$ cat src/tile_pkg.sv
`default_nettype none

package tile_pkg;

    localparam int TILES_PER_LINE = 33;  // 32 visible plus one for fine scroll
    localparam int LINE_W         = 256;

    // host write into the tile map, addr is row*32+col
    typedef struct packed {
        logic        en;
        logic [9:0]  addr;
        logic [15:0] data;    // attr in high byte, code in low byte
    } scan_wr_t;

    // host write into tile graphics
    typedef struct packed {
        logic        en;
        logic [12:0] addr;
        logic [15:0] data;
    } gfx_wr_t;

    typedef struct packed {
        logic       bank;     // code bit 8
        logic       spare6;
        logic       vflip;
        logic       hflip;
        logic       spare3;
        logic [2:0] pal;
    } tile_attr_t;

    typedef struct packed {
        logic [2:0] pal;
        logic [3:0] color;
    } line_pix_t;

    typedef struct packed {
        logic       en;
        logic [8:0] x;        // values of LINE_W and up fall off the line
        line_pix_t  pix;
    } line_wr_t;

    typedef enum logic [2:0] {
        ST_IDLE,
        ST_SCAN,
        ST_ATTR,
        ST_FETCH,
        ST_DUMP,
        ST_NEXT
    } render_st_e;

endpackage

`default_nettype wire

$ cat src/tile_line_buf.sv
`default_nettype none

// two line halves, renderer fills one while video reads the other
module tile_line_buf (
    input  wire                   clk,
    input  wire                   rst,
    input  wire                   bank,
    input  wire tile_pkg::line_wr_t line_wr,
    input  wire  [7:0]            hdump,
    output tile_pkg::line_pix_t   pixel
);

    tile_pkg::line_pix_t mem [0:1][0:255];

    logic [1:0] filled;    // half has been written since reset

    wire wr_ok = line_wr.en && (line_wr.x < 9'(tile_pkg::LINE_W));
    wire rd_bank = ~bank;

    always_ff @(posedge clk) begin
        if (wr_ok) begin
            mem[bank][line_wr.x[7:0]] <= line_wr.pix;
        end
    end

    always_ff @(posedge clk) begin
        if (rst) begin
            filled <= '0;
        end else if (wr_ok) begin
            filled[bank] <= 1'b1;
        end
    end

    // one cycle from hdump to pixel
    always_ff @(posedge clk) begin
        if (rst) begin
            pixel <= '0;
        end else if (filled[rd_bank]) begin
            pixel <= mem[rd_bank][hdump];
        end else begin
            pixel <= '0;   // blank until a line has been drawn
        end
    end

endmodule

`default_nettype wire

$ cat config.mk
export PLATFORM = sky130hd
export DESIGN_NAME = tile_line_buf
export DESIGN_NICKNAME = d
export VERILOG_FILES = /design/src/tile_pkg.sv /design/src/tile_line_buf.sv
export SDC_FILE = /design/constraint.sdc
export NUM_CORES = 2
export LEC_CHECK = 0
export BUFFER_PORTS_ARGS = -buffer_cell sky130_fd_sc_hd__clkbuf_2
export CAP_MARGIN = 20
export CORE_MARGIN = 8
export CORE_UTILIZATION = 40
export DETAILED_ROUTE_END_ITERATION = 10
export HOLD_SLACK_MARGIN = 0.15
export PLACE_DENSITY_LB_ADDON = 0.15
export REMOVE_ABC_BUFFERS = 1
export SKIP_CTS_REPAIR_TIMING = 1
export SLEW_MARGIN = 20
export SYNTH_ARGS = -nofsm -noshare
export SYNTH_HDL_FRONTEND = slang
export SYNTH_SLANG_ARGS = --single-unit
$ cat constraint.sdc
create_clock -name clk -period 3.42 [get_ports clk]
set_input_delay 0.342 -clock clk [delete_from_list [all_inputs] [get_ports clk]]
set_output_delay 0.342 -clock clk [all_outputs]
set_load 0.03 [all_outputs]
Yosys cells after proc, flatten, opt, wreduce, memory -nomap -nowiden. Memory sizes are Yosys's and may differ from the RTL's. Index checks and enable logic that the tools add are counted.

Bitwise operators: 5. Mux-type cells: 11. $lt $le $gt $ge: 7. Reductions and logical operators: 4.

Operators with widths (number): 1792-bit two-way mux (1); 7-bit binary-select mux with 8-bit select (1); 7-bit demux with 8-bit select (1); 7-bit two-way mux (3); 9-bit >= comparator, second input constant (2); 8-bit inverter with 9-bit output (2); 9-bit by 1-bit less-than comparator with 1-bit output, second input constant (1); 9-bit less-than comparator, second input constant (1); 1-bit by 2-bit less-than comparator with 1-bit output, second input constant (2); 1-bit two-way mux (4); 1-bit logical AND (3); 1-bit inverter (2); 2-bit OR (1); 2-bit OR reduction (1); 1-bit demux with 1-bit select (1); 1-bit >= comparator, second input constant (1).

Memory bits (writable): 3584. Input port bits: 28. Logic and storage cells: 31. Output and inout bits: 7. Memories kept: 1. Bits in registers: 9.

Memories: mem (words 2, width 1792, read ports 1, clocked after memory_dff 0, wr ports 1, RTL line tile_line_buf.sv:13) `tile_pkg::line_pix_t mem [0:1][0:255];`.

Longest topological paths before layout.
Depth after elaboration: 6. Depth in mapped cells: 14. Gate-level depth less buffers: 7.

Worst setup path before layout. Ideal clock, no wire load.

Path kind: input to register. From: input port bank. To: memory mem[1][1344] (netlist bit) (enable). Arrival time: 2.595 ns. Path slack: 0.465 ns. Stages: 12. Buffers on the path: 9. Required time: 3.060 ns. Library setup time: 0.360 ns. Cell sequence: buf_6 buf_6 buf_6 buf_6 buf_6 buf_4 buf_2 and2_1 buf_2 nand2_1 clkbuf_1 nor2_1.

RTL lines: start: declaration (RTL line tile_line_buf.sv:7) `input wire bank,`; end: declaration (RTL line tile_line_buf.sv:13).

No word-level cell before the write port.

Final worst setup path.
From: memory mem[1][426] (netlist bit). To: register pixel[6] (netlist bit).

Word-level cells in the longest chain between the ends: 4.

RTL lines: memory read 2 x 1792 bit; 7-bit binary-select mux with 8-bit select (RTL line tile_line_buf.sv:39) `pixel <= mem[rd_bank][hdump];`; 7-bit two-way mux (not written as such) (2 in a row) (RTL line tile_line_buf.sv:39); end signal: assignment (RTL line tile_line_buf.sv:39); end: declaration (RTL line tile_line_buf.sv:10) `output tile_pkg::line_pix_t pixel`.

No other way between the ends. The select of a mux whose other input is x is not followed. A chain may end at the register's enable or synchronous reset.

==> metrics.yaml <==
drv_slew: 0
cp_data_required_time_ns: 4.26
clk_pin_slew_worst_paths_ns: 0.06
synth-edff-count: 3584
grt_max_degree: 164
rsz0062_at_grt: "no"
setup_tns_ns: 0
synth_most_common_cell: "edfxtp_1"
crit_top_cell: "mux4_2"
ys_types: 71
hold_viol_final: 0
cts_sinks: 3593
synthTopCellsByCount: "edfxtp_1, mux4_2, nor2_1"
synth_top_cell_area_share_pct: 76.6
yosys_warnings: 0
ys_seq_area_share_pct: 76.8
post_synth.cell_area_avg_um2: 21.0
overflow: 0
grt_usage_pct: 21.2
r2r-start: "mem[1][426]"
fin_hold_ws_ns: 0.203
io_buffers: 34
io_pins: 35
fin_crit_sh_pct: 98.1
root_buffer: "clkbuf_16"
synth_area_um2: 140000
synthCells: 6691
worstPathArrival_ns: 4.19
yosys-top-cells-area: "edfxtp_1, mux4_2, mux2i_1, nor2_1, o221ai_1"
ant_nets: 0
critPathTopFamily: "compound AO/OA/AOI/OAI gates"
dieWidth_um: 609
critPathKind: "reg2reg"
max_stage_delay_ns: 0.83
seq_area_um2: 108000
vdd_ir_drop_max_mv: 0.448
via_count: 72139
drive_gt1_share_pct: 30.9
synthArstFlopShare_pct: 0
reg2regPathDepth: 7
power_leakage_uw: 0.0537
path_cells: "mux4_2, mux4_2, a211oi_1, a211o_1, buf_12, a2111oi_0, or3_1"
regToRegSetupSlack_ns: 0.07
cap_violations: 0
cp_num_buf_inv: 1
relSlewSlack_pct: 32.5
endpoint_kind: "flop"
synthFlopType: "edfxtp_1"
routedWlPerCell_um: 31.7
cts.path.max_buffers: 4
fin_nets: 7828
antenna_found_initial: 27
routed.top_layer: "met5"
hpwl_um: 266000
initial_utilization_pct: 40.2
holdPathEnd: "mem[1][1735]"
slowest_stage: "a211oi_1"
drt_iter0_drc: 7810
placementRows: 217
dr_wl_met3_um: 25900
fp.dieH_um: 609
met2_length_um: 191000
htreeDepth: 5
fin_crit_ns: 3.35
hp-start: "line_wr[11]"
drc: 0
placed_cells: 12009
finalSetupViolCount: 0
r2r_end: "pixel[6]"
fin_cells: 12716
routed_wl_um: 403000
run_status: "completed"
core-area_um2: 349000
first_pass_iters: 5
die-area_um2: 370000
grt_pass1_wl_um: 566000
ys_seq_elements: 3593
multi_input_area_um2: 30100
area_delta_synth_final_pct: 18.4
hp-class: "in2reg"
globalplace.congestion: 0.840
fin_util_pct: 47.6
cts_tree: "yes"
power_density_nw_per_um2: 567
num-fill-cells: 28715
routed_via_density: 5.67
start_kind: "flop"
crit_fanout: 2
worstSkewPairLatency_ns: 0.97
timing.fmax_mhz: 298
met1_length_um: 173000
worst_pin_slew_ns: 1.01
holdPathStages: 4
skew_ns: 0.0594
grt_pass1_vias: 73232
synth_top_area_cell: "edfxtp_1"
cts_buffers: 380
[cell usage in the layout (no fill, tap or decap), types with 85 or more instances in the layout]
master     netlist  final
a21oi_1         85     85
a22oi_1        113    113
buf_12          25    149
buf_4           59    948
clkbuf_1       156     95
clkbuf_16        0    383
clkinv_1         2     87
edfxtp_1      3584   3584
mux2i_1        353    353
mux4_2         773    773
nand2_1        164    160
nor2_1         547    544
o221ai_1       115    115
[routing by layer]
layer / vias to the layer above / track usage, %
met5: - / 0
met4: 2 / 5.81
met3: 543 / 3.20
met2: 2444 / 34.1
met1: 38898 / 30.3
li1: 30252 / -
[worst max path at each step]
stage | cells past startpoint | slack, ns | endpoint | startpoint
2_1_floorplan | 7 | -1.96 | pixel[5] | hdump[3]
3_3_place_gp | 13 | -1.07 | pixel[4] | bank
3_5_place_dp | 13 | -1.10 | pixel[3] | bank
4_1_cts | 9 | -0.29 | pixel[3] | mem[0][787]
5_1_grt | 9 | 0.001 | pixel[3] | mem[0][703]
6_report | 7 | 0.07 | pixel[6] | mem[1][426]
[per-stage QoR]
stage                     power, uW  cell area [um2]  setup slack, ns
final                         94400           166000           0.0657
after global routing          96900           166000          0.00115
after detailed placement      54600           154000            -1.10
after global placement        54500           154000            -1.07
after CTS                     95200           166000           -0.292
after floorplan               51100           138000            -1.96
[cell families after synthesis]
logic type	after synthesis	synth area share (%)
compound gates	606	3.13
buf+inv	417	2.00
flops	3593	76.8
mux	1176	15.4
simple gates	899	2.72
[power breakdown]
part	switching, uW	total [uW]	internal [uW]	leakage, uW
logic	3200	5150	1950	0.0155
clock network	17300	40800	23500	0.00593
registers	15.4	48500	48500	0.0323
[sequential cells by signal (all words and copies together), names as in the netlist]
signal and cells:
mem 3584, filled 2, pixel 7
[worst reg2reg max path, stage by stage (launching register included)]
cell	delay, ns
edfxtp_1	0.36
mux4_2	0.49
mux4_2	0.57
a211oi_1	0.83
a211o_1	0.39
buf_12	0.14
a2111oi_0	0.07
or3_1	0.39
[layout make-up]
type,instances,area share (%)
Antenna cell,4,0.00602
Clock buffer,480,5.99
Clock inverter,215,1.34
Inverter,7,0.0226
Multi-Input combinational cell,2681,18.1
Sequential cell,3593,64.8
Tap cell,4599,3.46
Timing Repair Buffer,1137,6.27
Note: power is estimated with default switching activity, not from simulation.
