$ cat src/tile_pkg.sv
`default_nettype none

package tile_pkg;

    localparam int TILES_PER_LINE = 33;  // 32 visible plus one for fine scroll
    localparam int LINE_W         = 256;

    // host write into the tile map, addr is row*32+col
    typedef struct packed {
        logic        en;
        logic [9:0]  addr;
        logic [15:0] data;    // attr in high byte, code in low byte
    } scan_wr_t;

    // host write into tile graphics
    typedef struct packed {
        logic        en;
        logic [12:0] addr;
        logic [15:0] data;
    } gfx_wr_t;

    typedef struct packed {
        logic       bank;     // code bit 8
        logic       spare6;
        logic       vflip;
        logic       hflip;
        logic       spare3;
        logic [2:0] pal;
    } tile_attr_t;

    typedef struct packed {
        logic [2:0] pal;
        logic [3:0] color;
    } line_pix_t;

    typedef struct packed {
        logic       en;
        logic [8:0] x;        // values of LINE_W and up fall off the line
        line_pix_t  pix;
    } line_wr_t;

    typedef enum logic [2:0] {
        ST_IDLE,
        ST_SCAN,
        ST_ATTR,
        ST_FETCH,
        ST_DUMP,
        ST_NEXT
    } render_st_e;

endpackage

`default_nettype wire

$ cat src/tile_line_render.sv
`default_nettype none

// builds one line of tiles into the back half of the line buffer
module tile_line_render (
    input  wire                  clk,
    input  wire                  rst,
    input  wire                  hs,
    input  wire  [7:0]           vrender,
    input  wire  [7:0]           hscroll,
    input  wire  [7:0]           vscroll,
    input  wire  [15:0]          scan_data,
    input  wire                  rom_ok,
    input  wire  [15:0]          rom_data,
    output logic                 done,
    output logic                 bank,
    output logic [9:0]           scan_addr,
    output logic                 rom_cs,
    output logic [12:0]          rom_addr,
    output tile_pkg::line_wr_t   line_wr
);

    tile_pkg::render_st_e st;
    tile_pkg::tile_attr_t attr;

    logic        hs_l;
    logic [7:0]  vn;          // map row in 7:3, tile row in 2:0
    logic [4:0]  col;
    logic [5:0]  tile_cnt;
    logic [7:0]  code;
    logic        half;        // which word of the tile row
    logic [1:0]  dump_cnt;
    logic [15:0] pix_data;
    logic [8:0]  x;

    wire       hs_rise   = hs && !hs_l;
    wire       last_tile = tile_cnt == 6'(tile_pkg::TILES_PER_LINE - 1);
    wire [3:0] color     = attr.hflip ? pix_data[3:0] : pix_data[15:12];

    assign scan_addr = {vn[7:3], col};
    // code, tile row, half
    assign rom_addr  = {attr.bank, code, vn[2:0] ^ {3{attr.vflip}}, half ^ attr.hflip};

    // control and line buffer writes
    always_ff @(posedge clk) begin
        if (rst) begin
            st      <= tile_pkg::ST_IDLE;
            done    <= 1'b1;
            bank    <= 1'b0;
            rom_cs  <= 1'b0;
            hs_l    <= 1'b0;
            line_wr <= '0;
        end else begin
            hs_l       <= hs;
            line_wr.en <= 1'b0;
            if (hs_rise) begin
                bank   <= ~bank;    // swap front and back halves
                done   <= 1'b0;
                rom_cs <= 1'b0;
                st     <= tile_pkg::ST_SCAN;
            end else begin
                case (st)
                    tile_pkg::ST_SCAN: begin
                        st <= tile_pkg::ST_ATTR;    // map address out this cycle
                    end
                    tile_pkg::ST_ATTR: begin
                        rom_cs <= 1'b1;
                        st     <= tile_pkg::ST_FETCH;
                    end
                    tile_pkg::ST_FETCH: begin
                        if (rom_ok) begin
                            rom_cs <= 1'b0;
                            st     <= tile_pkg::ST_DUMP;
                        end
                    end
                    tile_pkg::ST_DUMP: begin
                        line_wr.en  <= 1'b1;
                        line_wr.x   <= x;
                        line_wr.pix <= '{pal: attr.pal, color: color};
                        if (dump_cnt == 2'd3) begin
                            if (!half) begin
                                rom_cs <= 1'b1;    // second word of this row
                                st     <= tile_pkg::ST_FETCH;
                            end else if (last_tile) begin
                                st <= tile_pkg::ST_NEXT;
                            end else begin
                                st <= tile_pkg::ST_SCAN;
                            end
                        end
                    end
                    tile_pkg::ST_NEXT: begin
                        done <= 1'b1;
                        st   <= tile_pkg::ST_IDLE;
                    end
                    default: begin
                        st <= tile_pkg::ST_IDLE;
                    end
                endcase
            end
        end
    end

    // tile position and pixel data
    always_ff @(posedge clk) begin
        if (hs_rise) begin
            vn       <= vrender + vscroll;
            col      <= hscroll[7:3];
            x        <= 9'd0 - {6'd0, hscroll[2:0]};   // fine scroll starts off screen
            tile_cnt <= '0;
        end else begin
            case (st)
                tile_pkg::ST_ATTR: begin
                    attr <= tile_pkg::tile_attr_t'(scan_data[15:8]);
                    code <= scan_data[7:0];
                    half <= 1'b0;
                end
                tile_pkg::ST_FETCH: begin
                    if (rom_ok) begin
                        pix_data <= rom_data;
                        dump_cnt <= 2'd0;
                    end
                end
                tile_pkg::ST_DUMP: begin
                    pix_data <= attr.hflip ? pix_data >> 4 : pix_data << 4;
                    x        <= x + 9'd1;
                    dump_cnt <= dump_cnt + 2'd1;
                    if (dump_cnt == 2'd3) begin
                        if (half) begin
                            col      <= col + 5'd1;    // wraps around the map
                            tile_cnt <= tile_cnt + 6'd1;
                        end
                        half <= 1'b1;
                    end
                end
                default: begin
                end
            endcase
        end
    end

endmodule

`default_nettype wire

$ cat config.mk
export PLATFORM = sky130hd
export DESIGN_NAME = tile_line_render
export DESIGN_NICKNAME = d
export VERILOG_FILES = /design/src/tile_pkg.sv /design/src/tile_line_render.sv
export SDC_FILE = /design/constraint.sdc
export NUM_CORES = 1
export LEC_CHECK = 0
export BUFFER_PORTS_ARGS = -buffer_cell sky130_fd_sc_hd__buf_4
export CORE_MARGIN = 1.5
export CORE_UTILIZATION = 50
export DETAILED_ROUTE_END_ITERATION = 10
export HOLD_SLACK_MARGIN = 0.02
export PLACE_DENSITY = 0.76
export SLEW_MARGIN = 20
export SYNTH_ARGS = -nofsm -noshare
export SYNTH_HDL_FRONTEND = slang
export SYNTH_SLANG_ARGS = --single-unit
$ cat constraint.sdc
create_clock -name clk -period 3.41 [get_ports clk]
set_input_delay 0.5115 -clock clk [delete_from_list [all_inputs] [get_ports clk]]
set_output_delay 0.5115 -clock clk [all_outputs]
set_load 0.05 [all_outputs]
# After elaboration in Yosys (flattened, before gate mapping)
# Cells that the tools add are included.
# op_classes
reduce_logical,19
n_addsub,6
bitwise,4
eq_ne,12
mux,27
# ops
cell,n
$mux 16,2
$pmux 16 s2,1
$mux 5,4
$mux 9,2
$mux 17,1
$mux 3,4
$pmux 3 s4,1
$reduce_and 3->1,4
$reduce_bool 2->1,6
$add 9x1->9 const B,1
$add 8x8->8,1
$reduce_and 2->1,4
$mux 1,7
$add 6x1->6 const B,1
$eq 3x2->1 const B,2
$eq 3x3->1 const B,2
$eq 6x6->1 const B,1
$ne 2x2->1 const B,3
$ne 3x3->1 const B,2
$add 5x1->5 const B,1
$mux 4,1
$pmux 2 s2,1
$reduce_and 4->1,1
$sub 1x3->4 const A,1
other kinds (13),14
# word_totals
output_inout_bits,43
reg_bits,85

# Longest topological paths before layout
# logic_depth
depth_word,6
ltp_mapped,7
depth_no_buf,7

# Worst setup path before layout
# Ideal clock, no wire load.
# synth_path
kind,input to register
from,in hs
to,reg dump_cnt[0] (enable)
slack_ns,0.880
arrival_time_ns,2.131
n_path_buf,2
setup_time_ns,0.399
cell_stages,5
cell_sequence,nand2b_1 > buf_2 > inv_1 > buf_1 > a21oi_1
# synth_between
elab_chain_len,3
# synth_rtl
item,line,source
"start, declared",tile_line_render.sv:7,"input wire hs,"
$logic_and 1x1->1,tile_line_render.sv:35,wire hs_rise = hs && !hs_l;
via hs_rise,tile_line_render.sv:35,
$not 1->1 (no line),n/a,
$reduce_and 3->1 (no line),n/a,
"end signal, assigned",tile_line_render.sv:125,dump_cnt <= dump_cnt + 2'd1;
"end, declared",tile_line_render.sv:31,logic [1:0] dump_cnt;
# The timed path passes the listed nets, and every way through them passes these cells.
# A chain may end at the register's enable or synchronous reset.

# Worst setup path after layout
# layout_path
from,reg st[2]
to,reg col[4] (enable)
# layout_between
elab_chain_len,3
# layout_rtl
item,line,source
"start, declared",tile_line_render.sv:22,tile_pkg::render_st_e st;
"start signal, assigned",tile_line_render.sv:46,st <= tile_pkg::ST_IDLE;
"start signal, assigned",tile_line_render.sv:59,st <= tile_pkg::ST_SCAN;
"start signal, assigned",tile_line_render.sv:63,st <= tile_pkg::ST_ATTR;
$eq 3x3->1,tile_line_render.sv:110,case (st)
$reduce_bool 2->1 (no line),n/a,
$reduce_and 3->1 (no line),n/a,
"end signal, assigned",tile_line_render.sv:106,col <= hscroll[7:3];
"end signal, assigned",tile_line_render.sv:128,col <= col + 5'd1;
"end, declared",tile_line_render.sv:27,logic [4:0] col;
# No other way between the ends.

==> impl_metrics.ini <==
[setup_path]
path_class = reg2reg
max_stage_delay_ns = 0.57
r2r_start = st[2]
path_cells = or3b_4 -> inv_1 -> nand3_1 -> nand2_1
arrival_ns = 2.37
critPathMaxFanout = 29
r2r_setup_slack_ns = 1.09
cp_slowest_cell = or3b_4
startpoint_type = flip-flop
r2r_cells = 4
crit_path_end_kind = flip-flop
worstPathRequired_ns = 3.45
r2r-end = col[4]
crit_start = st[2]

[global_routing]
antenna_found_initial = 0
grt_pass1_vias = 2758
grt_overflow = 0
grt_use_total = 0.191
grt_pass1_wl_um = 12600
grt_max_degree = 30

[power_and_ir_drop]
pwr-share-seq = 0.545
power.density_mw_per_mm2 = 433
net-switching-power_uw = 544
cell_internal_pwr_mw = 1.59
switching_share = 0.254
p_leak_nw = 2.04
power_frac_comb = 0.139
vdd_drop_max_mv = 0.200
clkPwrFrac = 0.316

[clocking]
cts_sinks = 85
post-cts-setup-buffer-count = 0
cts_buffers = 9
tritoncts = built
clock_latency_ns = 0.35
post_cts_resized = 0
cts-root-buf = clkbuf_8
cts_hold_buf = 0
htreeDepth = 3
clk_path_buf_depth = 2
clk_pin_slew_ns = 0.08

[logic_synthesis]
synth.avg_cell_area_um2 = 10.7
synth_top_area_cell = edfxtp_1
netlist_area_mm2 = 0.00398
synth-edff-count = 55
ys_warn_count = 0
synth_ff_type = edfxtp_1
ys_seq_elements = 85
ys_types = 45
yosys-top-cells-area = edfxtp_1 (42%), dfxtp_1 (15%), nand2_1 (6.1%)
synthesis.nets = 445
syn_inst = 371
ys_seq_area_frac = 0.566
async_flop_share = 0
yosysTopAreaCellShare = 0.415

[hold_path]
hp-class = in2reg
worstHoldEndpoint = code[5]
worstHoldStart = scan_data[5]
hold_depth = 1

[floorplanning]
dieArea_mm2 = 0.00850
die-width_um = 92.2
fp-row-count = 32
core_mm2 = 0.00773
die_h_um = 92.2
initial_utilization = 0.515
pin_count = 103

[sta]
min_period_ns = 2.32
tightest_slew_ns = 0.728
clock-skew-final_ns = 0.0132
hold_ws_ns = 0.331
drv_slew = 0
setup_viol = 0
slew_headroom = 0.510
fin_setup_tns_ns = 0
final.setup.worst_slack_ns = 1.09
max_freq_mhz = 431
min_period_over_period = 0.681
rsz0062_at_grt = no
finalHoldViolCount = 0

[layout]
layout-drive-gt1-share = 0.268
syn_to_final_growth_pct = 24.2
nets = 536
antenna_cells = 0

[drt]
ant_nets = 0
routed_wire_length_per_instance_um = 13.3
drc_errors = 0
first_pass_iters = 5
wl_um = 7560
num_vias = 2945
vias_per_cell = 5.18
drt-initial-drc-count = 147

[run_status]
outcome = completed

[run]
maxCapViolCount = 0

[placement]
place_ws_ns = 1.07
place_congestion = 0.807
place_hpwl_um = 5390
port_buffers = 100
-- power groups by stage --
stage | clock network (mW) | logic (mW) | registers [mW]
after floorplan | 0 | 0.167 | 1.22
after global placement | 0 | 0.292 | 1.19
after detailed placement | 0 | 0.297 | 1.19
after CTS | 0.696 | 0.299 | 1.17
after global routing | 0.734 | 0.325 | 1.17
final | 0.676 | 0.296 | 1.17
-- flip-flops by register name, summed over array words and instances (netlist names) --
name and count:
dump_cnt 2, st 3, bank 1, done 1
line_wr 17, vn 8, rom_cs 1, pix_data 16
x 9, attr 5, col 5, hs_l 1
tile_cnt 6, code 8, half 1, rom_addr 1
-- worst max path at each step --
stage	endpoint	slack (ns)	cells after the start
2_1_floorplan	dump_cnt[0]	0.88	5
3_3_place_gp	col[4]	1.13	4
3_5_place_dp	col[4]	1.07	4
4_1_cts	col[4]	1.07	4
5_1_grt	col[4]	0.91	4
6_report	col[4]	1.09	4
-- synth_stat cells, types with 2 or more instances --
| cell | number |
|---|---|
| and3_1 | 2 |
| dfxtp_1 | 30 |
| xnor2_1 | 13 |
| and2_1 | 2 |
| nand4_1 | 3 |
| edfxtp_1 | 55 |
| nand3_1 | 14 |
| nand2b_1 | 3 |
| nor2_1 | 20 |
| nand2_1 | 65 |
| clkbuf_1 | 7 |
| buf_1 | 2 |
| a21oi_1 | 23 |
| nor3_1 | 3 |
| nand3b_1 | 4 |
| buf_2 | 5 |
| nor2b_1 | 3 |
| o31ai_1 | 3 |
| o211ai_1 | 2 |
| o21ai_0 | 25 |
| xor2_1 | 12 |
| ha_1 | 13 |
| mux2i_1 | 13 |
| buf_4 | 8 |
| inv_1 | 16 |
| buf_6 | 2 |
| a211oi_1 | 2 |
| a211oi_2 | 4 |
-- cell type report --
type / count / area [µm²]
sequential: 85 / 2250
fill: 652 / 2790
clock inverter: 3 / 18.8
timing repair buffer: 104 / 781
inverter: 16 / 60.1
tap: 102 / 128
clock buffer: 13 / 170
multi-input combinational: 246 / 1530
-- metrics by stage --
| stage | power, mW | instances | util | cell area (µm²) |
|---|---|---|---|---|
| 6_report | 2.14 | 569 | 0.639 | 4940 |
| 5_1_grt | 2.23 | 569 | 0.639 | 4940 |
| 4_1_cts | 2.16 | 569 | 0.639 | 4940 |
| 3_5_place_dp | 1.49 | 553 | 0.615 | 4750 |
| 3_3_place_gp | 1.48 | 553 | 0.615 | 4750 |
| 2_1_floorplan | 1.38 | 371 | - | 3980 |
-- cell usage in the layout (no fill, tap or decap), types with 10 or more instances in the layout --
| cell type | count |
|---|---|
| nand3_1 | 14 |
| o21ai_0 | 25 |
| mux2i_1 | 13 |
| ha_1 | 13 |
| a21oi_1 | 23 |
| edfxtp_1 | 55 |
| dfxtp_1 | 30 |
| nor2_1 | 20 |
| nand2_1 | 65 |
| xnor2_1 | 13 |
| buf_4 | 104 |
| clkbuf_8 | 10 |
| xor2_1 | 12 |
| inv_1 | 16 |
-- per-layer routing --
metal / part of all wire / track usage
met1: 0.44 / 0.241
met4: 0.018 / 0.0910
met2: 0.49 / 0.312
met5: 0 / 0
met3: 0.048 / 0.0390
-- worst max-delay path, delay by kind of cell, from the launching register on --
kind                   cells  cell delay, ns
buffers and inverters      1            0.42
and+or+nand+nor            3            1.10
DFF                        1            0.49
-- cells by family after synthesis --
family	after synthesis	share of synthesized area
AND/OR/NAND/NOR	126	0.145
buffers and inverters	40	0.0506
XOR/XNOR	25	0.0550
AO/OA/AOI/OAI	68	0.104
flip-flops	85	0.566
adder cells (fa/ha/maj)	14	0.0459
multiplexers	13	0.0327
(Power assumes the default switching activity.)
